--- config.mk ---
export PLATFORM = sky130hd
export DESIGN_NAME = lsu_store_align_flat
export DESIGN_NICKNAME = d
export VERILOG_FILES = /design/src/common/lsu_pkg.sv /design/src/common/dram_if.sv /design/src/lsu/lsu_store_align.sv /design/src/flat_wrapper.sv
export VERILOG_INCLUDE_DIRS = /design/src /design/src/common
export SDC_FILE = /design/constraint.sdc
export NUM_CORES = 1
export LEC_CHECK = 0
export BUFFER_PORTS_ARGS = -buffer_cell sky130_fd_sc_hd__buf_2
export CAP_MARGIN = 10
export CORE_MARGIN = 5
export CORE_UTILIZATION = 32
export DETAILED_ROUTE_END_ITERATION = 10
export GPL_TIMING_DRIVEN = 0
export PLACE_DENSITY = 0.82
export SLEW_MARGIN = 20
export SYNTH_ARGS = -nofsm -noshare
export SYNTH_HDL_FRONTEND = slang
export SYNTH_SLANG_ARGS = --single-unit
--- constraint.sdc ---
create_clock -name vclk -period 0.96
set_input_delay 0 -clock vclk [all_inputs]
set_output_delay 0 -clock vclk [all_outputs]
set_load 0.05 [all_outputs]
--- src/common/lsu_params.svh ---
`ifndef LSU_PARAMS_SVH
`define LSU_PARAMS_SVH

// Byte address width of the data RAM.
`define LSU_DRAM_AW 16

// Byte lanes per 64-bit word.
`define LSU_LANES 8

`endif

--- src/common/lsu_pkg.sv ---
`default_nettype none

`include "lsu_params.svh"

package lsu_pkg;

   // Access size as a byte count.
   typedef logic [3:0] lsu_size_t;

   localparam lsu_size_t SIZE_B = 4'd1; // Byte.
   localparam lsu_size_t SIZE_H = 4'd2; // Half word.
   localparam lsu_size_t SIZE_W = 4'd4; // Word.
   localparam lsu_size_t SIZE_D = 4'd8; // Double word.

   // One write enable per byte lane.
   typedef logic [`LSU_LANES-1:0] lane_mask_t;

   // Byte offset within a 64-bit word.
   typedef logic [2:0] lane_offset_t;

   // True for the four byte counts the LSU decodes.
   function automatic logic size_is_legal(lsu_size_t size);
      logic legal;
      legal = (size == SIZE_B) ||
              (size == SIZE_H) ||
              (size == SIZE_W) ||
              (size == SIZE_D);
      return legal;
   endfunction

endpackage

`default_nettype wire

--- src/common/dram_if.sv ---
`default_nettype none

`include "lsu_params.svh"

interface dram_if import lsu_pkg::*;
();

   logic [`LSU_DRAM_AW-4:0] addr; // Word address.
   lane_mask_t              we;   // Per-lane write enables.
   logic                    re;
   logic [63:0]             din;
   wire  [63:0]             dout; // Each lane drives its own byte.

   modport master
   (
      output addr,
      output we,
      output re,
      output din
   );

   modport lanes
   (
      input  addr,
      input  we,
      input  re,
      input  din,
      output dout
   );

   modport monitor
   (
      input re,
      input dout
   );

endinterface

`default_nettype wire

--- src/lsu/lsu_store_align.sv ---
`default_nettype none

`include "lsu_params.svh"

module lsu_store_align import lsu_pkg::*;
(
   input  wire                    i_op_load,
   input  wire                    i_op_store,
   input  wire lsu_size_t         i_size,
   input  wire [`LSU_DRAM_AW-1:0] i_addr,
   input  wire [63:0]             i_store_data,
   dram_if.master                 o_dram
);

   lane_offset_t offset;
   lane_mask_t   size_mask;
   logic [63:0]  rep_data;

   assign offset = i_addr[2:0]; // Taken before the word address clears it.

   // Lanes touched by an access of this size at this offset.
   always_comb
   begin
      case (i_size)
         SIZE_B:
            size_mask = lane_mask_t'(8'h01) << offset;
         SIZE_H:
            size_mask = lane_mask_t'(8'h03) << {offset[2:1], 1'b0};
         SIZE_W:
            size_mask = lane_mask_t'(8'h0f) << {offset[2], 2'b00};
         default:
            size_mask = '1; // Double and unknown sizes.
      endcase
   end

   // Operand copied into every field position.
   always_comb
   begin
      case (i_size)
         SIZE_B:
            rep_data = {8{i_store_data[7:0]}};
         SIZE_H:
            rep_data = {4{i_store_data[15:0]}};
         SIZE_W:
            rep_data = {2{i_store_data[31:0]}};
         default:
            rep_data = i_store_data;
      endcase
   end

   assign o_dram.addr = i_addr[`LSU_DRAM_AW-1:3];
   assign o_dram.we   = {`LSU_LANES{i_op_store}} & size_mask;
   assign o_dram.re   = i_op_load;
   assign o_dram.din  = rep_data;

   // The two strobes share one RAM port.
   always_comb
   begin
      assert final (!(i_op_load && i_op_store))
         else $error("load and store strobes high in the same cycle");
   end

endmodule

`default_nettype wire

--- src/flat_wrapper.sv ---
// flat-port wrapper written by rule: the top's interface ports become plain ports
module lsu_store_align_flat import lsu_pkg::*;
  (i_op_load, i_op_store, i_size, i_addr, i_store_data, o_dram_addr, o_dram_we, o_dram_re, o_dram_din);
  dram_if o_dram_i ();
  input  wire i_op_load;
  input  wire i_op_store;
  input  wire lsu_size_t i_size;
  input  wire [`LSU_DRAM_AW-1:0] i_addr;
  input  wire [63:0] i_store_data;
  output wire logic [$bits(o_dram_i.addr)-1:0] o_dram_addr;
  output wire logic [$bits(o_dram_i.we)-1:0] o_dram_we;
  output wire logic [$bits(o_dram_i.re)-1:0] o_dram_re;
  output wire logic [$bits(o_dram_i.din)-1:0] o_dram_din;
  assign o_dram_addr = o_dram_i.addr;
  assign o_dram_we = o_dram_i.we;
  assign o_dram_re = o_dram_i.re;
  assign o_dram_din = o_dram_i.din;
  lsu_store_align u_core (.i_op_load(i_op_load), .i_op_store(i_op_store), .i_size(i_size), .i_addr(i_addr), .i_store_data(i_store_data), .o_dram(o_dram_i));
endmodule
==> results of run 1 <==
-- Yosys cell counts, types with 2 or more instances --
| library cell | number |
|---|---|
| nor3_1 | 4 |
| o2bb2ai_1 | 2 |
| o21ai_1 | 17 |
| nand3_1 | 2 |
| o31a_1 | 8 |
| buf_4 | 25 |
| o32ai_2 | 8 |
| buf_2 | 12 |
| a21o_1 | 20 |
| and2_1 | 2 |
| nand2b_1 | 2 |
| o21a_1 | 2 |
| nor2_1 | 5 |
| nand2_1 | 43 |
| inv_1 | 18 |
| a22oi_1 | 16 |
| or2_1 | 2 |
| a2bb2oi_1 | 6 |
| a222oi_1 | 8 |
| nor2b_1 | 3 |
| clkbuf_1 | 4 |
-- what timing repair did --
item / 4_1_cts
setup endpoints to repair: 64
setup buffers: 24
cloned: 5
pin swaps: 36
hold buffers: 0
gates resized for setup: 255
-- cells by family after synthesis --
family,synth area share (%)
AOI/OAI and AO/OA,52.7
buffers and inverters,24.1
and+or+nand+nor,23.2
-- per-stage QoR --
step / area, sq um / worst slack (ps) / cells / utilization, % / TNS (ps)
floorplan: 2050 / -193 / 222 / - / -9610
CTS: 4140 / -435 / 460 / 95.1 / -22860
detailed placement: 2900 / -692 / 431 / 66.7 / -37860
global placement: 2900 / -661 / 431 / 66.7 / -35870
==> flow_summary.toml, run 1 <==
[status]
stop_stage = "5_1_grt"
status = "aborted with a tool error"
error = "[ERROR DPL-0038] Utilization greater than 100%, impossible to legalize"

[synthesis]
synth_top_area_share_pct = 13.1
yosysTopAreaCell = "buf_4"
synth_area_sq_um = 1430
yosysSeqAreaShare_pct = 0
synth_area_leaders = "buf_4, nand2_1, a21o_1"
synth_nets = 308
ys_types = 34
ys_warn_count = 0
synthesis.instances = 222
syn_avg_cell_area_sq_um = 6.46

[global_route]
grt_max_degree = 11

[die]
row_count = 24
die-height_um = 76.9
die_w_um = 76.9
io_pins = 172
initial_core_util_pct = 32.9

[timing]
worst_endpoint = "o_dram_din[45]"
worstEndpointType = "primary output"

[place]
finalWeightedCongestion = 0.837
io_buffer_count = 157
place_hpwl_um = 6180
==> run 2: changes to the inputs <==
--- a/config.mk
+++ b/config.mk
@@ -9,10 +9,10 @@
 export BUFFER_PORTS_ARGS = -buffer_cell sky130_fd_sc_hd__buf_2
 export CAP_MARGIN = 10
 export CORE_MARGIN = 5
-export CORE_UTILIZATION = 32
+export CORE_UTILIZATION = 25
 export DETAILED_ROUTE_END_ITERATION = 10
 export GPL_TIMING_DRIVEN = 0
-export PLACE_DENSITY = 0.82
+export PLACE_DENSITY_LB_ADDON = 0.15
 export SLEW_MARGIN = 20
 export SYNTH_ARGS = -nofsm -noshare
 export SYNTH_HDL_FRONTEND = slang
==> constraint.sdc (replaced) <==
create_clock -name vclk -period 1.2
set_input_delay 0 -clock vclk [all_inputs]
set_output_delay 0 -clock vclk [all_outputs]
set_load 0.05 [all_outputs]
==> run 2 against run 1 <==
Compared with the run above:
- the flow now finishes, with violations (setup timing)
- area after synthesis unchanged
- synthesized cell count unchanged
==> flow_summary.toml, run 2 <==
[timing]
rsz0062_at_grt = "true"
hold_viol_final = 0
setup_viol = 61
slew_viol_final = 0
worstMarginPinSlew_ps = 685
min_period_ps = 1380
max_freq_mhz = 724
finalCritPeriodShare_pct = 115
fin_ws_ps = -181
slew-limit-headroom_pct = 54.3

[finish]
nets = 491
nClkBuffers = 0
area.sequential_sq_um = 0
area_growth_pct = 159
layout-drive-gt1-share_pct = 84.1
fin_util_pct = 67.1
n_antenna_cell = 0
final_area_sq_um = 3720
seq_cells = 0
layout_commonest_cell = "buf_2"
layout_common_cells = "buf_2, buf_6, buf_4"

[synthesis]
synth_nets = 308
synth_xor_area_share_pct = 0
synth_top_family_by_area = "compound AO/OA/AOI/OAI gates"
yosysTopAreaCell = "buf_4"
syn_avg_cell_area_sq_um = 6.46
synth_mux_area_share_pct = 0
yosys-top-cells-count = "nand2_1, buf_4, a21o_1"
synth_top_area_share_pct = 13.1
synth-simple-area-share_pct = 23.2
synth_area_leaders = "buf_4, nand2_1, a21o_1"
yosysSeqAreaShare_pct = 0
synth.most_common_cell = "nand2_1"
synth_area_sq_um = 1430
synthesis.instances = 222
synth_fa_ha_area_share_pct = 0
ys_warn_count = 0
ys_types = 34
synth-compound-area-share_pct = 52.7

[flow_run]
cap_violations = 0

[status]
violations = "setup timing"
status = "finished, violations left"

[die]
dieArea_sq_um = 7350
initial_core_util_pct = 25.9
die_w_um = 85.7
die-height_um = 85.7
io_pins = 172
row_count = 27
coreArea_sq_um = 5540

[min_path]
hp-class = "input port to output pin"

[routing]
drtIter0Drc = 74
vias_per_cell = 5.10
wl_per_cell_um = 18.2
firstDrtPassIters = 5
postRouteAntennaNets = 0
wirelength_um = 8650
drc = 0
vias = 2424

[setup_path]
critical_path_arrival_ps = 1380
crit_fanout = 5
required_ps = 1200
endpoint_kind = "output pin"
cpMostUsedCell = "buf_8"
cp-start-kind = "input port"
crit_path_cell_trace = "buf_8, or2_4, or3_4, buf_8, nor4_2, o31a_2, buf_6"
crit_type = "input port to output pin"
cpPeakStageDelay_ps = 420
slowest_stage = "or3_4"

[pwr]
peakVddDrop_uv = 465
leakage_nw = 1.81
powerDensity_nw_per_um2 = 657

[place]
finalWeightedCongestion = 0.789
placed_cell_area_sq_um = 2550
place_hpwl_um = 6120
io_buffer_count = 157

[global_route]
grt_pass1_vias = 2481
antenna_found_initial = 0
grt_max_degree = 11
grt.total_usage_pct = 20.6
grt_overflow = 0
grt_pass1_wl_um = 12300

[clocking]
holdBufCountCts = 0
==> run 2: cell counts after synthesis <==
No cell type changed its count.
==> run 2: logic make-up after synthesis <==
logic type	count (synthesis)
AO/OA/AOI/OAI	92
buffers and inverters	61
AND/OR/NAND/NOR	69
==> run 2: repair_timing <==
action	4_1_cts	5_1_grt
setup endpoints to repair	64	64
endpoints found under the hold margin	0	0
cloned	2	1
pin swaps	15	28
setup buffers	14	12
resized for setup	199	67
==> run 2: worst paths after layout <==
path / slack (ps) / endpoint / depth (start not counted) / startpoint
worst max-delay path: -180 / o_dram_we[0] / 7 / i_size[3]
worst min-delay path: 300 / o_dram_addr[0] / 2 / i_addr[3]
==> run 2: power breakdown <==
part	internal (mW)	switching, mW	total [mW]	leakage, nW
logic	0.957	1.48	2.44	1.81
registers	0	0	0	0
clock network	0	0	0	0
total	0.957	1.48	2.44	1.81
==> run 2: through the flow <==
stage	setup WS, ps	std cells	setup TNS [ps]	hold WS [ps]	total power [mW]
6_report	-181	475	-7570	302	2.44
3_3_place_gp	-498	451	-24050	303	1.85
2_1_floorplan	-104	222	-209	167	1.39
4_1_cts	-158	466	-6650	303	2.30
3_5_place_dp	-477	451	-23640	303	1.85
5_1_grt	-244	475	-10450	305	2.54
==> run 2: layout make-up <==
class / instances / area [sq um]
inverter: 18 / 67.6
timing repair buffer: 184 / 1530
tap: 72 / 90.1
fill: 485 / 1820
buffer: 40 / 368
multi-input combinational: 161 / 1660
==> run 2: worst max-delay path, delay by kind of cell <==
family                 cells  cell delay, ps
and+or+nand+nor            3             790
buffers and inverters      3             420
AOI/OAI and AO/OA          1             160
==> run 2: layer usage <==
layer	up-vias	share of wire [%]	global-route usage, %
met5	-	0	0
met4	0	1.5	4.17
met3	11	9.4	5.19
met2	123	52	39.0
met1	1129	37	23.0
li1	1161	-	-
No activity file was read; power rests on OpenSTA's default activity.
