<file path="config.mk">
export PLATFORM = sky130hd
export DESIGN_NAME = lsu_load_align_flat
export DESIGN_NICKNAME = d
export VERILOG_FILES = /design/src/common/lsu_pkg.sv /design/src/common/dram_if.sv /design/src/lsu/lsu_load_align.sv /design/src/flat_wrapper.sv
export VERILOG_INCLUDE_DIRS = /design/src /design/src/common
export SDC_FILE = /design/constraint.sdc
export NUM_CORES = 1
export LEC_CHECK = 0
export ABC_CLOCK_PERIOD_IN_PS = 1820
export BUFFER_PORTS_ARGS = -buffer_cell sky130_fd_sc_hd__buf_4
export CAP_MARGIN = 0
export CORE_ASPECT_RATIO = 0.8
export CORE_MARGIN = 4
export CORE_UTILIZATION = 35
export CTS_BUF_LIST = sky130_fd_sc_hd__clkbuf_4
export DETAILED_ROUTE_END_ITERATION = 16
export HOLD_SLACK_MARGIN = 0.06
export MAX_ROUTING_LAYER = met4
export PLACE_DENSITY = 0.71
export SLEW_MARGIN = 25
export SYNTH_ARGS = -nofsm -noshare
export SYNTH_HDL_FRONTEND = slang
export SYNTH_SLANG_ARGS = --single-unit
</file>
<file path="constraint.sdc">
create_clock -name i_clk -period 1.82 [get_ports i_clk]
set_input_delay 0.182 -clock i_clk [delete_from_list [all_inputs] [get_ports i_clk]]
set_output_delay 0.182 -clock i_clk [all_outputs]
set_load 0.02 [all_outputs]
</file>
<file path="src/common/lsu_params.svh">
`ifndef LSU_PARAMS_SVH
`define LSU_PARAMS_SVH

// Byte address width of the data RAM.
`define LSU_DRAM_AW 16

// Byte lanes per 64-bit word.
`define LSU_LANES 8

`endif

</file>
<file path="src/common/lsu_pkg.sv">
`default_nettype none

`include "lsu_params.svh"

package lsu_pkg;

   // Access size as a byte count.
   typedef logic [3:0] lsu_size_t;

   localparam lsu_size_t SIZE_B = 4'd1; // Byte.
   localparam lsu_size_t SIZE_H = 4'd2; // Half word.
   localparam lsu_size_t SIZE_W = 4'd4; // Word.
   localparam lsu_size_t SIZE_D = 4'd8; // Double word.

   // One write enable per byte lane.
   typedef logic [`LSU_LANES-1:0] lane_mask_t;

   // Byte offset within a 64-bit word.
   typedef logic [2:0] lane_offset_t;

   // True for the four byte counts the LSU decodes.
   function automatic logic size_is_legal(lsu_size_t size);
      logic legal;
      legal = (size == SIZE_B) ||
              (size == SIZE_H) ||
              (size == SIZE_W) ||
              (size == SIZE_D);
      return legal;
   endfunction

endpackage

`default_nettype wire

</file>
<file path="src/common/dram_if.sv">
`default_nettype none

`include "lsu_params.svh"

interface dram_if import lsu_pkg::*;
();

   logic [`LSU_DRAM_AW-4:0] addr; // Word address.
   lane_mask_t              we;   // Per-lane write enables.
   logic                    re;
   logic [63:0]             din;
   wire  [63:0]             dout; // Each lane drives its own byte.

   modport master
   (
      output addr,
      output we,
      output re,
      output din
   );

   modport lanes
   (
      input  addr,
      input  we,
      input  re,
      input  din,
      output dout
   );

   modport monitor
   (
      input re,
      input dout
   );

endinterface

`default_nettype wire

</file>
<file path="src/lsu/lsu_load_align.sv">
`default_nettype none

`include "lsu_params.svh"

module lsu_load_align import lsu_pkg::*;
(
   input  wire               i_clk,
   input  wire               i_arst_n,
   input  wire               i_op_load,
   input  wire               i_sigext,
   input  wire lsu_size_t    i_size,
   input  wire lane_offset_t i_offset,
   dram_if.monitor           i_dram,
   output logic [63:0]       o_load_data,
   output logic              o_load_valid
);

   lsu_size_t    size_q;
   lane_offset_t offset_q;
   logic         sigext_q;
   logic         valid_q;
   logic [7:0]   res_b;
   logic [15:0]  res_h;
   logic [31:0]  res_w;

   // Attributes held until the RAM word comes back.
   always_ff @(posedge i_clk or negedge i_arst_n)
   begin
      if (!i_arst_n)
      begin
         size_q   <= '0;
         offset_q <= '0;
         sigext_q <= 1'b0;
         valid_q  <= 1'b0;
      end
      else
      begin
         valid_q <= i_dram.re; // Lanes answer one cycle later.
         if (i_op_load)
         begin
            size_q   <= i_size;
            offset_q <= i_offset;
            sigext_q <= i_sigext;
         end
      end
   end

   // Fields at the naturally aligned position.
   assign res_b = i_dram.dout[{offset_q, 3'b000} +: 8];
   assign res_h = i_dram.dout[{offset_q[2:1], 4'b0000} +: 16];
   assign res_w = i_dram.dout[{offset_q[2], 5'b00000} +: 32];

   always_comb
   begin
      case (size_q)
         SIZE_B:
            o_load_data = {{56{sigext_q & res_b[7]}}, res_b};
         SIZE_H:
            o_load_data = {{48{sigext_q & res_h[15]}}, res_h};
         SIZE_W:
            o_load_data = {{32{sigext_q & res_w[31]}}, res_w};
         default:
            o_load_data = i_dram.dout;
      endcase
   end

   assign o_load_valid = valid_q;

   assert property (@(posedge i_clk) disable iff (!i_arst_n)
      o_load_valid |-> size_is_legal(size_q))
      else $error("load result with illegal size %0d", size_q);

endmodule

`default_nettype wire

</file>
<file path="src/flat_wrapper.sv">
// flat-port wrapper written by rule: the top's interface ports become plain ports
module lsu_load_align_flat import lsu_pkg::*;
  (i_clk, i_arst_n, i_op_load, i_sigext, i_size, i_offset, o_load_data, o_load_valid, i_dram_re, i_dram_dout);
  dram_if i_dram_i ();
  input  wire i_clk;
  input  wire i_arst_n;
  input  wire i_op_load;
  input  wire i_sigext;
  input  wire lsu_size_t i_size;
  input  wire lane_offset_t i_offset;
  output logic [63:0] o_load_data;
  output logic o_load_valid;
  input wire logic [$bits(i_dram_i.re)-1:0] i_dram_re;
  input wire logic [$bits(i_dram_i.dout)-1:0] i_dram_dout;
  assign i_dram_i.re = i_dram_re;
  assign i_dram_i.dout = i_dram_dout;
  lsu_load_align u_core (.i_clk(i_clk), .i_arst_n(i_arst_n), .i_op_load(i_op_load), .i_sigext(i_sigext), .i_size(i_size), .i_offset(i_offset), .i_dram(i_dram_i), .o_load_data(o_load_data), .o_load_valid(o_load_valid));
endmodule
</file>
Word level (Yosys, flattened, before mapping)

Cells that the tools add are included.

Equal/unequal tests: 3
Shifts and indexed selects: 3
Mux-type cells: 1
Bitwise logic cells: 3

Operators with widths:

| operator                                                               | number |
|---|---|
| 64-bit case mux with 3 select lines                                    | 1 |
| 64-bit by 7-bit variable part select with 16-bit output                | 1 |
| 64-bit by 7-bit variable part select with 32-bit output                | 1 |
| 64-bit by 7-bit variable part select with 8-bit output                 | 1 |
| 4-bit by 1-bit equality test with 1-bit output (second input constant) | 1 |
| 4-bit by 2-bit equality test with 1-bit output (second input constant) | 1 |
| 4-bit by 3-bit equality test with 1-bit output (second input constant) | 1 |
| 1-bit bitwise AND                                                      | 3 |

Bits in registers: 9
Input port bits: 76
Output and inout bits: 65
Logic and storage cells: 14

Longest topological paths before layout

Gate-level depths: netlist of run 1.

Word-level depth: 3
Gate-level depth with buffers: 8
Depth with buffers taken out: 4

Least setup slack after synthesis of run 1

No wires, ideal clock.

Kind: flip-flop to output port
Start point: reg u_core.size_q[1]
End point: out o_load_data[10]
Arrival time: 2.033 ns
Path slack: -0.395 ns
Stages on the path, launching flop included: 9
Path buffers: 4
Cells stage by stage: dfrtp_1 buf_2 or4b_1 clkbuf_2 a31oi_1 nand4_1 buf_2 buf_6 a21oi_1

Longest elaborated chain between the ends: 2
Elaborated cells between the ends (all ways): 4
Classes of those cells: 3 x eq/ne; 1 x mux

RTL lines:

| item                                                                         | line                 | source |
|---|---|---|
| start, declared                                                              | lsu_load_align.sv:18 | `lsu_size_t size_q;` |
| start signal, assigned                                                       | lsu_load_align.sv:41 | `size_q <= i_size;` |
| 4-bit by 3-bit equality test with 1-bit output, or another cell as far along | lsu_load_align.sv:55 | `case (size_q)` |
| 64-bit case mux with 3 select lines (*)                                      | lsu_load_align.sv:55 |  |
| end, declared                                                                | flat_wrapper.sv:11   | `output logic [63:0] o_load_data;` |

Mark *: on every way between the ends. The rest lies on a longest branch, timed or not.

Worst setup path after layout of run 1

Start point: reg u_core.offset_q[1]
End point: out o_load_data[50]

Longest elaborated chain between the ends: 3
Elaborated cells between the ends (all ways): 5
Classes of those cells: 2 x shift; 1 x mux; 2 x bitwise

RTL lines:

| item                                                                                                                                     | line                                       | source |
|---|---|---|
| start, declared                                                                                                                          | lsu_load_align.sv:19                       | `lane_offset_t offset_q;` |
| start signal, assigned                                                                                                                   | lsu_load_align.sv:42                       | `offset_q <= i_offset;` |
| 64-bit by 7-bit variable part select with 16-bit output / 64-bit by 7-bit variable part select with 8-bit output (equally long branches) | lsu_load_align.sv:50, lsu_load_align.sv:49 |  |
| 1-bit bitwise AND, on equally long branches                                                                                              | lsu_load_align.sv:59, lsu_load_align.sv:57 |  |
| 64-bit case mux with 3 select lines (*)                                                                                                  | lsu_load_align.sv:55                       |  |

Marked as above.

==> PnR_summary.wiki, run 1 <==
{| class="wikitable"
! Metric !! Value
|-
| Layout cell share with drive strength beyond 1 || 73.9%
|-
| Detail-routed net length per standard cell || 28.7 microns
|-
| Synthesized area per cell || 7.54 sq um
|-
| Failing checks || negative setup slack
|-
| Number of instances in the synthesized netlist || 297
|-
| Root buffer cell || sky130_fd_sc_hd__clkbuf_4
|-
| Number of violations of the max-capacitance limit || 0
|-
| Signed area change from the synthesized netlist to the final layout || 148%
|-
| Number of routed nets with antenna violations || 0
|-
| Core area || 6070 sq um
|-
| Synth Flop Type || sky130_fd_sc_hd__dfrtp_1
|-
| Async SR Flop Fraction || 100%
|-
| Maximum clock skew at final layout || 0 ns
|-
| Cts bufs inserted || 3
|-
| Final standard cell area without fillers || 5540 sq um
|-
| Diodes inserted || 0
|-
| Routability congestion estimate || 0.885
|-
| Kind of start point of the critical path || register
|-
| Combinational family with the most area after synthesis || multiplexers
|-
| Number of flip-flops and latches in the synthesized netlist || 9
|-
| Cells along the critical path || buf_4, buf_12, mux4_2, nand3_4, a21boi_4, buf_6, clkbuf_16, nand3_2, buf_6
|-
| Final min period || 2.55 ns
|-
| Slowest library cell on the worst path || sky130_fd_sc_hd__dfrtp_2
|-
| Post-synth cell types || 38
|-
| Number of I/O port buffers || 140
|-
| Setup_tns || -42.29 ns
|-
| RR Startpoint || u_core.offset_q[2]$_DFFE_PN0P_
|-
| Arithmetic-cell share of the synthesized area counting full adders, half adders and majority gates || 0%
|-
| Number of H-tree branching levels || 1
|-
| Maximum number of pins on one net before global-route repair || 26
|-
| Synthesized-area fraction occupied by ao, oa, aoi and oai cells || 23.2%
|-
| Number of placed instances with taps included || 540
|-
| Filler instances || 219
|-
| Boundary Pins || 141
|-
| Synthesized-area fraction occupied by xor and xnor cells || 0.391%
|-
| Maximum net fanout on the critical path || 7
|-
| Clock tree from TritonCTS || built
|-
| Worst R2R Path Depth || 4
|-
| Category of the worst setup path capture point || output port
|-
| Die area || 7750 sq um
|-
| Area occupied by multi-input gates || 2700 sq um
|-
| Post-synth top area share || 15.6%
|-
| IR Drop Worst-Case VDD || 0.000434 V
|-
| Hold wc startpoint || i_sigext
|-
| Cell area reported after detailed placement || 4300 sq um
|-
| Via density per instance || 6.96
|-
| R2R Setup Slk || 0.51 ns
|-
| Slew at the pin closest to its max-slew limit || 0.452 ns
|-
| Library cell occupying the most area in the post-synthesis netlist || sky130_fd_sc_hd__mux2_2
|-
| Worst setup endpoint || o_load_data[50]
|-
| Die width || 97.4 microns
|-
| Register cell area after layout || 230 sq um
|-
| Clock-pin slew reported for the worst setup and hold paths after clock tree synthesis || 0.08 ns
|-
| Sequential area share after synthesis || 10.1%
|-
| Post-DP HPWL || 8290 microns
|-
| Final instance count without filler cells || 587
|-
| Crit Path Class || register to output port
|-
| Total number of vias || 4086
|-
| Data arrival time of the critical path || 2.37 ns
|-
| Area of the mapped netlist || 2240 sq um
|-
| 1st-pass router iterations || 8
|-
| Initial cell density of the core || 36.9%
|-
| Vias in the first global route || 3695
|-
| Simple-gate share of the synthesized area || 22.2%
|-
| Largest cells by area after synthesis || sky130_fd_sc_hd__mux2_2 16%, sky130_fd_sc_hd__mux4_2 14%, sky130_fd_sc_hd__dfrtp_1 10%
|-
| Dominant cell type by count on the critical path || sky130_fd_sc_hd__buf_6
|-
| Fin worst setup slack || -0.732 ns
|-
| Multiplexer share of the synthesized area || 35.9%
|-
| Total global routing track utilization || 32.7%
|-
| Residual DRC || 0
|-
| Setup Viol. Count Final || 64
|-
| Data required time at the worst endpoint || 1.64 ns
|-
| Final count of pins violating max slew || 0
|-
| Leak pwr || 2.57 nW
|-
| Class of the tightest hold or removal check || input port to register
|-
| Placement Rows || 25
|-
| Period Utilization, post-route || 140%
|-
| DR iter-0 viols || 458
|-
| Post-synthesis net count || 373
|-
| Synthesis warning total || 0
|-
| Startpoint of the most critical setup path || u_core.offset_q[1]$_DFFE_PN0P_
|-
| Global-route wire length before repair || 19700 microns
|-
| Maximum clock insertion buffer count || 2
|-
| Die boundary height || 79.5 microns
|-
| Wire length after detailed routing || 16900 microns
|-
| Power Dens Cells || 607 nW/um^2
|-
| Initial antenna violation count || 0
|-
| Final Hold Fails || 0
|-
| Final #Nets || 583
|-
| CTS sink cnt || 9
|-
| Insertion delay of the later-clocked pin in the worst-skew pair || 0.28 ns
|-
| Overflow left after global routing || 0
|-
| Number of enable flip-flop cells after synthesis || 0
|-
| Status || finished with violations
|-
| Relative slew margins || 69.0%
|-
| Commonest cells in the netlist || 36 x sky130_fd_sc_hd__nand2_1, 36 x sky130_fd_sc_hd__nand3_1, 31 x sky130_fd_sc_hd__mux2_2
|-
| Slowest Stage Delay on Critical Path || 0.48 ns
|-
| Maximum clock rate || 392 MHz
|-
| Unrepaired setup endpoints after global routing || true
|-
| Endpoint of the worst-slack reg-to-reg timing path || u_core.offset_q[2]$_DFFE_PN0P_
|}
[routing by layer]
layer  share of wire (%)  routed length [microns]  GRT usage, %
met1                  33                     5520          37.9
met2                  45                     7540          56.3
met3                  14                     2350          6.55
met4                 8.6                     1440          12.7
met5                   0                        0             -
[layout by cell type (no fill, tap or decap), types with 4 or more instances in the layout]
cell / instances
sky130_fd_sc_hd__buf_4: 141
sky130_fd_sc_hd__buf_6: 70
sky130_fd_sc_hd__nand2_1: 36
sky130_fd_sc_hd__mux2_2: 31
sky130_fd_sc_hd__nor2_1: 27
sky130_fd_sc_hd__nand3_4: 17
sky130_fd_sc_hd__a31oi_4: 17
sky130_fd_sc_hd__nand3_2: 16
sky130_fd_sc_hd__a21oi_1: 16
sky130_fd_sc_hd__mux4_2: 14
sky130_fd_sc_hd__mux2i_1: 11
sky130_fd_sc_hd__buf_12: 10
sky130_fd_sc_hd__a21oi_4: 9
sky130_fd_sc_hd__a221oi_1: 7
sky130_fd_sc_hd__clkbuf_16: 7
sky130_fd_sc_hd__inv_1: 5
sky130_fd_sc_hd__buf_16: 5
sky130_fd_sc_hd__buf_8: 5
sky130_fd_sc_hd__dfrtp_1: 5
sky130_fd_sc_hd__clkbuf_4: 4
sky130_fd_sc_hd__dfrtp_2: 4
[worst max-delay path: cells and delay by family, from the launching register on]
kind / cells / cell delay [ns]
AOI/OAI and AO/OA: 1 / 0.25
buffers and inverters: 5 / 0.78
DFF: 1 / 0.48
muxes: 1 / 0.35
and+or+nand+nor: 2 / 0.22
[through the flow]
step	hold WS, ns	power, mW	util (%)	setup WS (ns)
floorplan	-0.114	1.50	-	-0.286
global placement	0.00887	2.36	70.8	-0.342
finish	0.133	3.36	91.3	-0.732
CTS	0.130	2.86	80.4	-0.597
detailed placement	0.0134	2.40	70.8	-0.454
global route	0.134	3.46	91.3	-0.756
[worst min-delay path by stage]
stage	end	slack, ns	cells past startpoint
after floorplan	u_core.o_load_valid$_DFF_PN0_	-0.11	0
after global placement	u_core.o_load_valid$_DFF_PN0_	0.009	1
after detailed placement	u_core.o_load_valid$_DFF_PN0_	0.01	1
after CTS	u_core.offset_q[2]$_DFFE_PN0P_	0.13	3
after global routing	u_core.sigext_q$_DFFE_PN0P_	0.13	2
final	u_core.sigext_q$_DFFE_PN0P_	0.13	2
[registers in the layout (all words and copies together), names as in the netlist]
name	cells
u_core.size_q	4
u_core.offset_q	3
u_core.o_load_valid	1
u_core.sigext_q	1
[timing repair]
action | in CTS | in global routing
setup buffers | 8 | 21
hold buffers | 2 | 0
pin swaps | 21 | 19
setup endpoints to repair | 64 | 64
gates resized for setup | 89 | 51
gates cloned | 4 | 9
hold endpoints to repair | 10 | 0
[power by group]
group          switching (mW)  leakage, nW  total, mW  internal, mW
combinational            1.47         2.45       2.92          1.45
sequential             0.0282        0.102      0.248         0.220
clock                  0.0959       0.0184      0.196         0.100
[logic make-up after synthesis]
logic type | Yosys count
buf+inv | 41
flops | 9
mux | 59
xor+xnor | 1
compound gates | 78
simple gates | 109
[area by class of cell]
class	count	area share [%]
multi-input combinational	247	48.8
timing repair buffer	240	44.3
sequential	9	4.15
tap	81	1.83
clock buffer	4	0.542
inverter	6	0.406
(Power assumes the default switching activity.)
==> run 2: changes to the inputs <==
--- a/config.mk
+++ b/config.mk
@@ -6,7 +6,7 @@
 export SDC_FILE = /design/constraint.sdc
 export NUM_CORES = 1
 export LEC_CHECK = 0
-export ABC_CLOCK_PERIOD_IN_PS = 1820
+export ABC_CLOCK_PERIOD_IN_PS = 3250
 export BUFFER_PORTS_ARGS = -buffer_cell sky130_fd_sc_hd__buf_4
 export CAP_MARGIN = 0
 export CORE_ASPECT_RATIO = 0.8
@@ -16,7 +16,7 @@
 export DETAILED_ROUTE_END_ITERATION = 16
 export HOLD_SLACK_MARGIN = 0.06
 export MAX_ROUTING_LAYER = met4
-export PLACE_DENSITY = 0.71
+export PLACE_DENSITY = 0.69
 export SLEW_MARGIN = 25
 export SYNTH_ARGS = -nofsm -noshare
 export SYNTH_HDL_FRONTEND = slang
==> constraint.sdc (replaced) <==
create_clock -name i_clk -period 3.25 [get_ports i_clk]
set_input_delay 0.325 -clock i_clk [delete_from_list [all_inputs] [get_ports i_clk]]
set_output_delay 0.325 -clock i_clk [all_outputs]
set_load 0.02 [all_outputs]
==> PnR_summary.wiki, run 2 (synthesis results as in run 1) <==
{| class="wikitable"
! Metric !! Value
|-
| Maximum net fanout on the critical path || 39
|-
| Placement Rows || 25
|-
| Top delay family on crit path || simple AND/OR/NAND/NOR gates
|-
| Data arrival time of the critical path || 2.57 ns
|-
| Leading cell type in the layout, fill and taps excluded || sky130_fd_sc_hd__buf_4
|-
| Final min period || 2.90 ns
|-
| Final count of pins violating max slew || 0
|-
| Number of H-tree branching levels || 1
|-
| Diodes inserted || 0
|-
| Number of routed nets with antenna violations || 0
|-
| Number of instances resized during post-cts repair || 0
|-
| Slew at the pin closest to its max-slew limit || 0.565 ns
|-
| Unrepaired setup endpoints after global routing || false
|-
| Final Hold Fails || 0
|-
| Clock tree from TritonCTS || built
|-
| Slowest library cell on the worst path || sky130_fd_sc_hd__or4b_1
|-
| Cts hold-fix bufs || 1
|-
| Maximum clock rate || 345 MHz
|-
| Number of I/O port buffers || 140
|-
| Final #Nets || 501
|-
| Status || completed
|-
| Number of buffers added for setup after CTS || 0
|-
| Maximum number of pins on one net before global-route repair || 40
|-
| Category of the worst setup path capture point || output port
|-
| Met3 Track Usage GR || 3.14%
|-
| Global route hottest layer || met2
|-
| Leading registers by flop count || u_core.size_q: 4 flops, u_core.offset_q: 3 flops
|-
| Boundary Pins || 141
|-
| IR Drop Worst-Case VDD || 0.000156 V
|-
| Total global routing track utilization || 23.9%
|-
| Overflow left after global routing || 0
|-
| Relative slew margins || 61.3%
|-
| Die area || 7750 sq um
|-
| Met2 Use GR || 39.1%
|-
| Die width || 97.4 microns
|-
| Final instance count without filler cells || 505
|-
| Insertion delay of the later-clocked pin in the worst-skew pair || 0.26 ns
|-
| Setup_tns || 0 ns
|-
| Kind of start point of the critical path || register
|-
| Wire length after detailed routing || 9580 microns
|-
| Maximum clock skew at final layout || 0 ns
|-
| Die boundary height || 79.5 microns
|-
| Global-route wire length before repair || 14900 microns
|-
| Maximum clock insertion buffer count || 2
|-
| Residual DRC || 0
|-
| Data required time at the worst endpoint || 2.92 ns
|-
| 1st-pass router iterations || 5
|-
| Initial cell density of the core || 36.9%
|-
| Clock-pin slew reported for the worst setup and hold paths after clock tree synthesis || 0.06 ns
|-
| Power Dens Cells || 349 nW/um^2
|-
| Met1 routing resource usage after global routing || 31.5%
|-
| Core area || 6070 sq um
|-
| Number of violations of the max-capacitance limit || 0
|-
| Period Utilization, post-route || 89.2%
|-
| Total number of vias || 2980
|-
| Number of placed instances with taps included || 500
|-
| Via density per instance || 5.90
|-
| Post-DP HPWL || 7280 microns
|-
| CTS sink cnt || 9
|-
| Vias in the first global route || 2942
|-
| Leak pwr || 1.67 nW
|-
| Highest-count cells in the layout ignoring fill and taps || 157 x sky130_fd_sc_hd__buf_4, 36 x sky130_fd_sc_hd__nand3_1, 36 x sky130_fd_sc_hd__nand2_1, 31 x sky130_fd_sc_hd__mux2_2, 27 x sky130_fd_sc_hd__nor2_1
|-
| Class of the tightest hold or removal check || input port to register
|-
| Root buffer cell || sky130_fd_sc_hd__clkbuf_4
|-
| DR iter-0 viols || 144
|-
| Cells along the critical path || or4b_1, a31oi_1, nand4_1, buf_4, a31oi_1, buf_4
|-
| Signed area change from the synthesized netlist to the final layout || 52.3%
|-
| Slowest Stage Delay on Critical Path || 0.73 ns
|-
| Routability congestion estimate || 0.871
|-
| Layout cell share with drive strength beyond 1 || 50.0%
|-
| Count of buffering cells on the critical path with inverters included || 2
|-
| Initial antenna violation count || 0
|-
| Detail-routed net length per standard cell || 19.0 microns
|-
| Setup Viol. Count Final || 0
|-
| Cts bufs inserted || 3
|-
| Register with the highest flop count || u_core.size_q
|-
| Flip-flop count of the largest register, all copies and words added || 4
|-
| Crit Path Class || register to output port
|}
[run 2: changes by cell type in the layout (fill, tap and decap cells not counted), sizes merged]
cell and delta:
buf -74, clkbuf -7, dlygate4sd3 -1
[run 2: per-layer routing]
metal,wire (microns),share of wire (%)
met2,4500,47
met5,0,0
met3,708,7.4
met1,4240,44
met4,136,1.4
[run 2: worst register-to-register path, delay by kind of cell (launching register included)]
kind	cells	cell delay [ns]
AOI/OAI and AO/OA	1	0.17
buffers and inverters	3	0.82
DFF	1	0.61
[run 2: worst paths after layout]
| check | start | end | slack, ns | depth (start not counted) |
|---|---|---|---|---|
| hold reg to reg | u_core.sigext_q$_DFFE_PN0P_ | u_core.sigext_q$_DFFE_PN0P_ | 0.65 | 1 |
| min in group asynchronous | i_arst_n | u_core.offset_q[1]$_DFFE_PN0P_ | 0.45 | 2 |
| setup / recovery | u_core.size_q[3]$_DFFE_PN0P_ | o_load_data[31] | 0.35 | 6 |
| setup reg to reg | u_core.offset_q[2]$_DFFE_PN0P_ | u_core.offset_q[2]$_DFFE_PN0P_ | 1.57 | 4 |
| max in group asynchronous | i_arst_n | u_core.offset_q[2]$_DFFE_PN0P_ | 2.65 | 2 |
| hold / removal | i_dram_re | u_core.o_load_valid$_DFF_PN0_ | 0.17 | 1 |
[run 2: layout make-up]
type / count / area [sq um]
sequential: 9 / 226
inverter: 6 / 22.5
fill: 586 / 2660
timing repair buffer: 158 / 1190
multi-input combinational: 247 / 1840
tap: 81 / 101
clock buffer: 4 / 30.0
[run 2: where the power goes]
part           leakage [nW]  total [mW]  internal, mW  switching (mW)
registers             0.105       0.153         0.122          0.0307
clock network        0.0184      0.0933        0.0556          0.0377
logic                  1.55       0.944         0.435           0.509
[run 2: stage by stage]
| stage | hold WS, ns | setup WS, ns | power (mW) | instance area, sq um | utilization (%) |
|---|---|---|---|---|---|
| global placement | 0.153 | 0.706 | 1.09 | 3370 | 55.5 |
| global route | 0.164 | 0.206 | 1.27 | 3410 | 56.2 |
| floorplan | 0.0294 | 0.892 | 0.700 | 2240 | - |
| CTS | 0.166 | 0.357 | 1.19 | 3410 | 56.2 |
| detailed placement | 0.153 | 0.651 | 1.10 | 3370 | 55.5 |
| finish | 0.169 | 0.350 | 1.19 | 3410 | 56.2 |
==> run 3: changes to the inputs <==
--- a/config.mk
+++ b/config.mk
@@ -9,11 +9,11 @@
 export ABC_CLOCK_PERIOD_IN_PS = 3250
 export BUFFER_PORTS_ARGS = -buffer_cell sky130_fd_sc_hd__buf_4
 export CAP_MARGIN = 0
-export CORE_ASPECT_RATIO = 0.8
 export CORE_MARGIN = 4
 export CORE_UTILIZATION = 35
 export CTS_BUF_LIST = sky130_fd_sc_hd__clkbuf_4
 export DETAILED_ROUTE_END_ITERATION = 16
+export GPL_TIMING_DRIVEN = 0
 export HOLD_SLACK_MARGIN = 0.06
 export MAX_ROUTING_LAYER = met4
 export PLACE_DENSITY = 0.69
==> PnR_summary.wiki, run 3 (synthesis results as in run 1) <==
{| class="wikitable"
! Metric !! Value
|-
| Layout cell share with drive strength beyond 1 || 47.4%
|-
| Relative slew margins || 30.4%
|-
| DR iter-0 viols || 356
|-
| Data arrival time of the critical path || 2.79 ns
|-
| Total global routing track utilization || 29.3%
|-
| Kind of start point of the critical path || register
|-
| Total number of vias || 3225
|-
| Die boundary height || 88.0 microns
|-
| Cts bufs inserted || 3
|-
| Die area || 7740 sq um
|-
| Core area || 6060 sq um
|-
| Final count of pins violating max slew || 0
|-
| Final #Nets || 518
|-
| Period Utilization, post-route || 95.8%
|-
| Number of buffers added for setup after CTS || 0
|-
| Clock tree from TritonCTS || built
|-
| Leading cell type in the layout, fill and taps excluded || sky130_fd_sc_hd__buf_4
|-
| Filler instances || 598
|-
| Maximum clock rate || 321 MHz
|-
| Highest-count cells in the layout ignoring fill and taps || 140 x sky130_fd_sc_hd__buf_4, 36 x sky130_fd_sc_hd__nand3_1, 36 x sky130_fd_sc_hd__nand2_1, 31 x sky130_fd_sc_hd__mux2_2, 27 x sky130_fd_sc_hd__nor2_1
|-
| Crit Path Class || register to output port
|-
| 1st-pass router iterations || 5
|-
| Setup_tns || 0 ns
|-
| Detail-routed net length per standard cell || 22.0 microns
|-
| Flip-flop count of the largest register, all copies and words added || 4
|-
| Maximum number of pins on one net before global-route repair || 11
|-
| Number of I/O port buffers || 139
|-
| Status || completed
|-
| Maximum clock skew at final layout || 0 ns
|-
| Wire length after detailed routing || 11400 microns
|-
| Diodes inserted || 0
|-
| CTS sink cnt || 9
|-
| Initial cell density of the core || 36.9%
|-
| IR Drop Worst-Case VDD || 0.000185 V
|-
| Root buffer cell || sky130_fd_sc_hd__clkbuf_4
|-
| Number of violations of the max-capacitance limit || 0
|-
| Setup Viol. Count Final || 0
|-
| Overflow left after global routing || 0
|-
| Routability congestion estimate || 0.902
|-
| Global-route wire length before repair || 16800 microns
|-
| Residual DRC || 0
|-
| Slowest library cell on the worst path || sky130_fd_sc_hd__a211oi_2
|-
| Slew at the pin closest to its max-slew limit || 1.04 ns
|-
| Unrepaired setup endpoints after global routing || false
|-
| Final min period || 3.11 ns
|-
| Cells along the critical path || or3b_2, a211oi_2, a221oi_1, o211ai_1, buf_4
|-
| Leak pwr || 1.67 nW
|-
| Slowest Stage Delay on Critical Path || 0.89 ns
|-
| Maximum net fanout on the critical path || 10
|-
| Fin worst setup slack || 0.136 ns
|-
| Category of the worst setup path capture point || output port
|-
| Signed area change from the synthesized netlist to the final layout || 53.0%
|-
| Placement Rows || 28
|-
| Clock-pin slew reported for the worst setup and hold paths after clock tree synthesis || 0.07 ns
|-
| Number of H-tree branching levels || 1
|-
| Area occupied by multi-input gates || 1840 sq um
|-
| Via density per instance || 6.25
|-
| Register with the highest flop count || u_core.size_q
|-
| Leading registers by flop count || u_core.size_q: 4 flops, u_core.offset_q: 3 flops
|-
| Final Hold Fails || 0
|-
| Data required time at the worst endpoint || 2.92 ns
|-
| Post-DP HPWL || 8400 microns
|-
| Power Dens Cells || 361 nW/um^2
|-
| Maximum clock insertion buffer count || 2
|-
| Number of routed nets with antenna violations || 0
|-
| Vias in the first global route || 3163
|-
| Class of the tightest hold or removal check || input port to register
|-
| Register cell area after layout || 225 sq um
|-
| Insertion delay of the later-clocked pin in the worst-skew pair || 0.26 ns
|-
| Die width || 88.0 microns
|-
| Boundary Pins || 141
|-
| Initial antenna violation count || 0
|-
| Post-Place Worst Slack || 0.344 ns
|}
## run 3: power by group
part / internal [mW] / total (mW) / switching, mW
Clock: 0.0557 / 0.0964 / 0.0407
Sequential: 0.122 / 0.132 / 0.00999
Combinational: 0.434 / 1.01 / 0.574
Total: 0.612 / 1.24 / 0.624
## run 3: timing repair
item                                   4_1_cts  5_1_grt
setup endpoints to repair                    0       47
endpoints found under the hold margin        9        0
hold buffers                                 1        0
resized for setup                            0        3
## run 3: critical path: cells and delay by family, from the launching register on
| family | cells | cell delay (ns) |
|---|---|---|
| AND/OR/NAND/NOR | 1 | 0.53 |
| flip-flops | 1 | 0.48 |
| AO/OA/AOI/OAI | 3 | 1.34 |
| buffers and inverters | 1 | 0.17 |
## run 3: per-layer routing
metal  share of wire (%)  wire length, microns  up-vias  GRT usage (%)
met5                   0                     0        -              -
met4                 3.2                   361        0           11.0
li1                    -                     -     1426              -
met3                  12                  1360       39           4.42
met1                  38                  4310     1480           38.0
met2                  47                  5340      280           45.8
## run 3: final cells by class
class	instances	area share [%]
inverters	6	0.657
multi-input cells	247	53.7
plain buffers	35	4.75
repair buffers	140	30.8
flip-flops and latches	9	6.57
clock buffers	4	0.877
well taps	75	2.74
## run 3: metrics by stage
step / std cells / power [mW] / hold slack (ns) / utilization (%) / cell area, sq um
4_1_cts: 516 / 1.23 / 0.154 / 56.4 / 3420
3_3_place_gp: 511 / 1.11 / 0.154 / 55.7 / 3380
6_report: 516 / 1.24 / 0.163 / 56.5 / 3430
2_1_floorplan: 297 / 0.700 / 0.0294 / - / 2240
3_5_place_dp: 511 / 1.12 / 0.159 / 55.7 / 3380
5_1_grt: 516 / 1.31 / 0.146 / 56.5 / 3430
## run 3: final timing paths
kind                                                  end  cells after the start  slack, ns                           start
min                         u_core.o_load_valid$_DFF_PN0_                      1       0.16                       i_dram_re
min reg2reg                   u_core.sigext_q$_DFFE_PN0P_                      1       0.61     u_core.sigext_q$_DFFE_PN0P_
max in group asynchronous    u_core.size_q[3]$_DFFE_PN0P_                      2       2.67                        i_arst_n
max reg2reg                u_core.offset_q[1]$_DFFE_PN0P_                      4       1.78  u_core.offset_q[1]$_DFFE_PN0P_
max                                        o_load_data[1]                      5       0.14    u_core.size_q[2]$_DFFE_PN0P_
min in group asynchronous   u_core.o_load_valid$_DFF_PN0_                      2       0.43                        i_arst_n
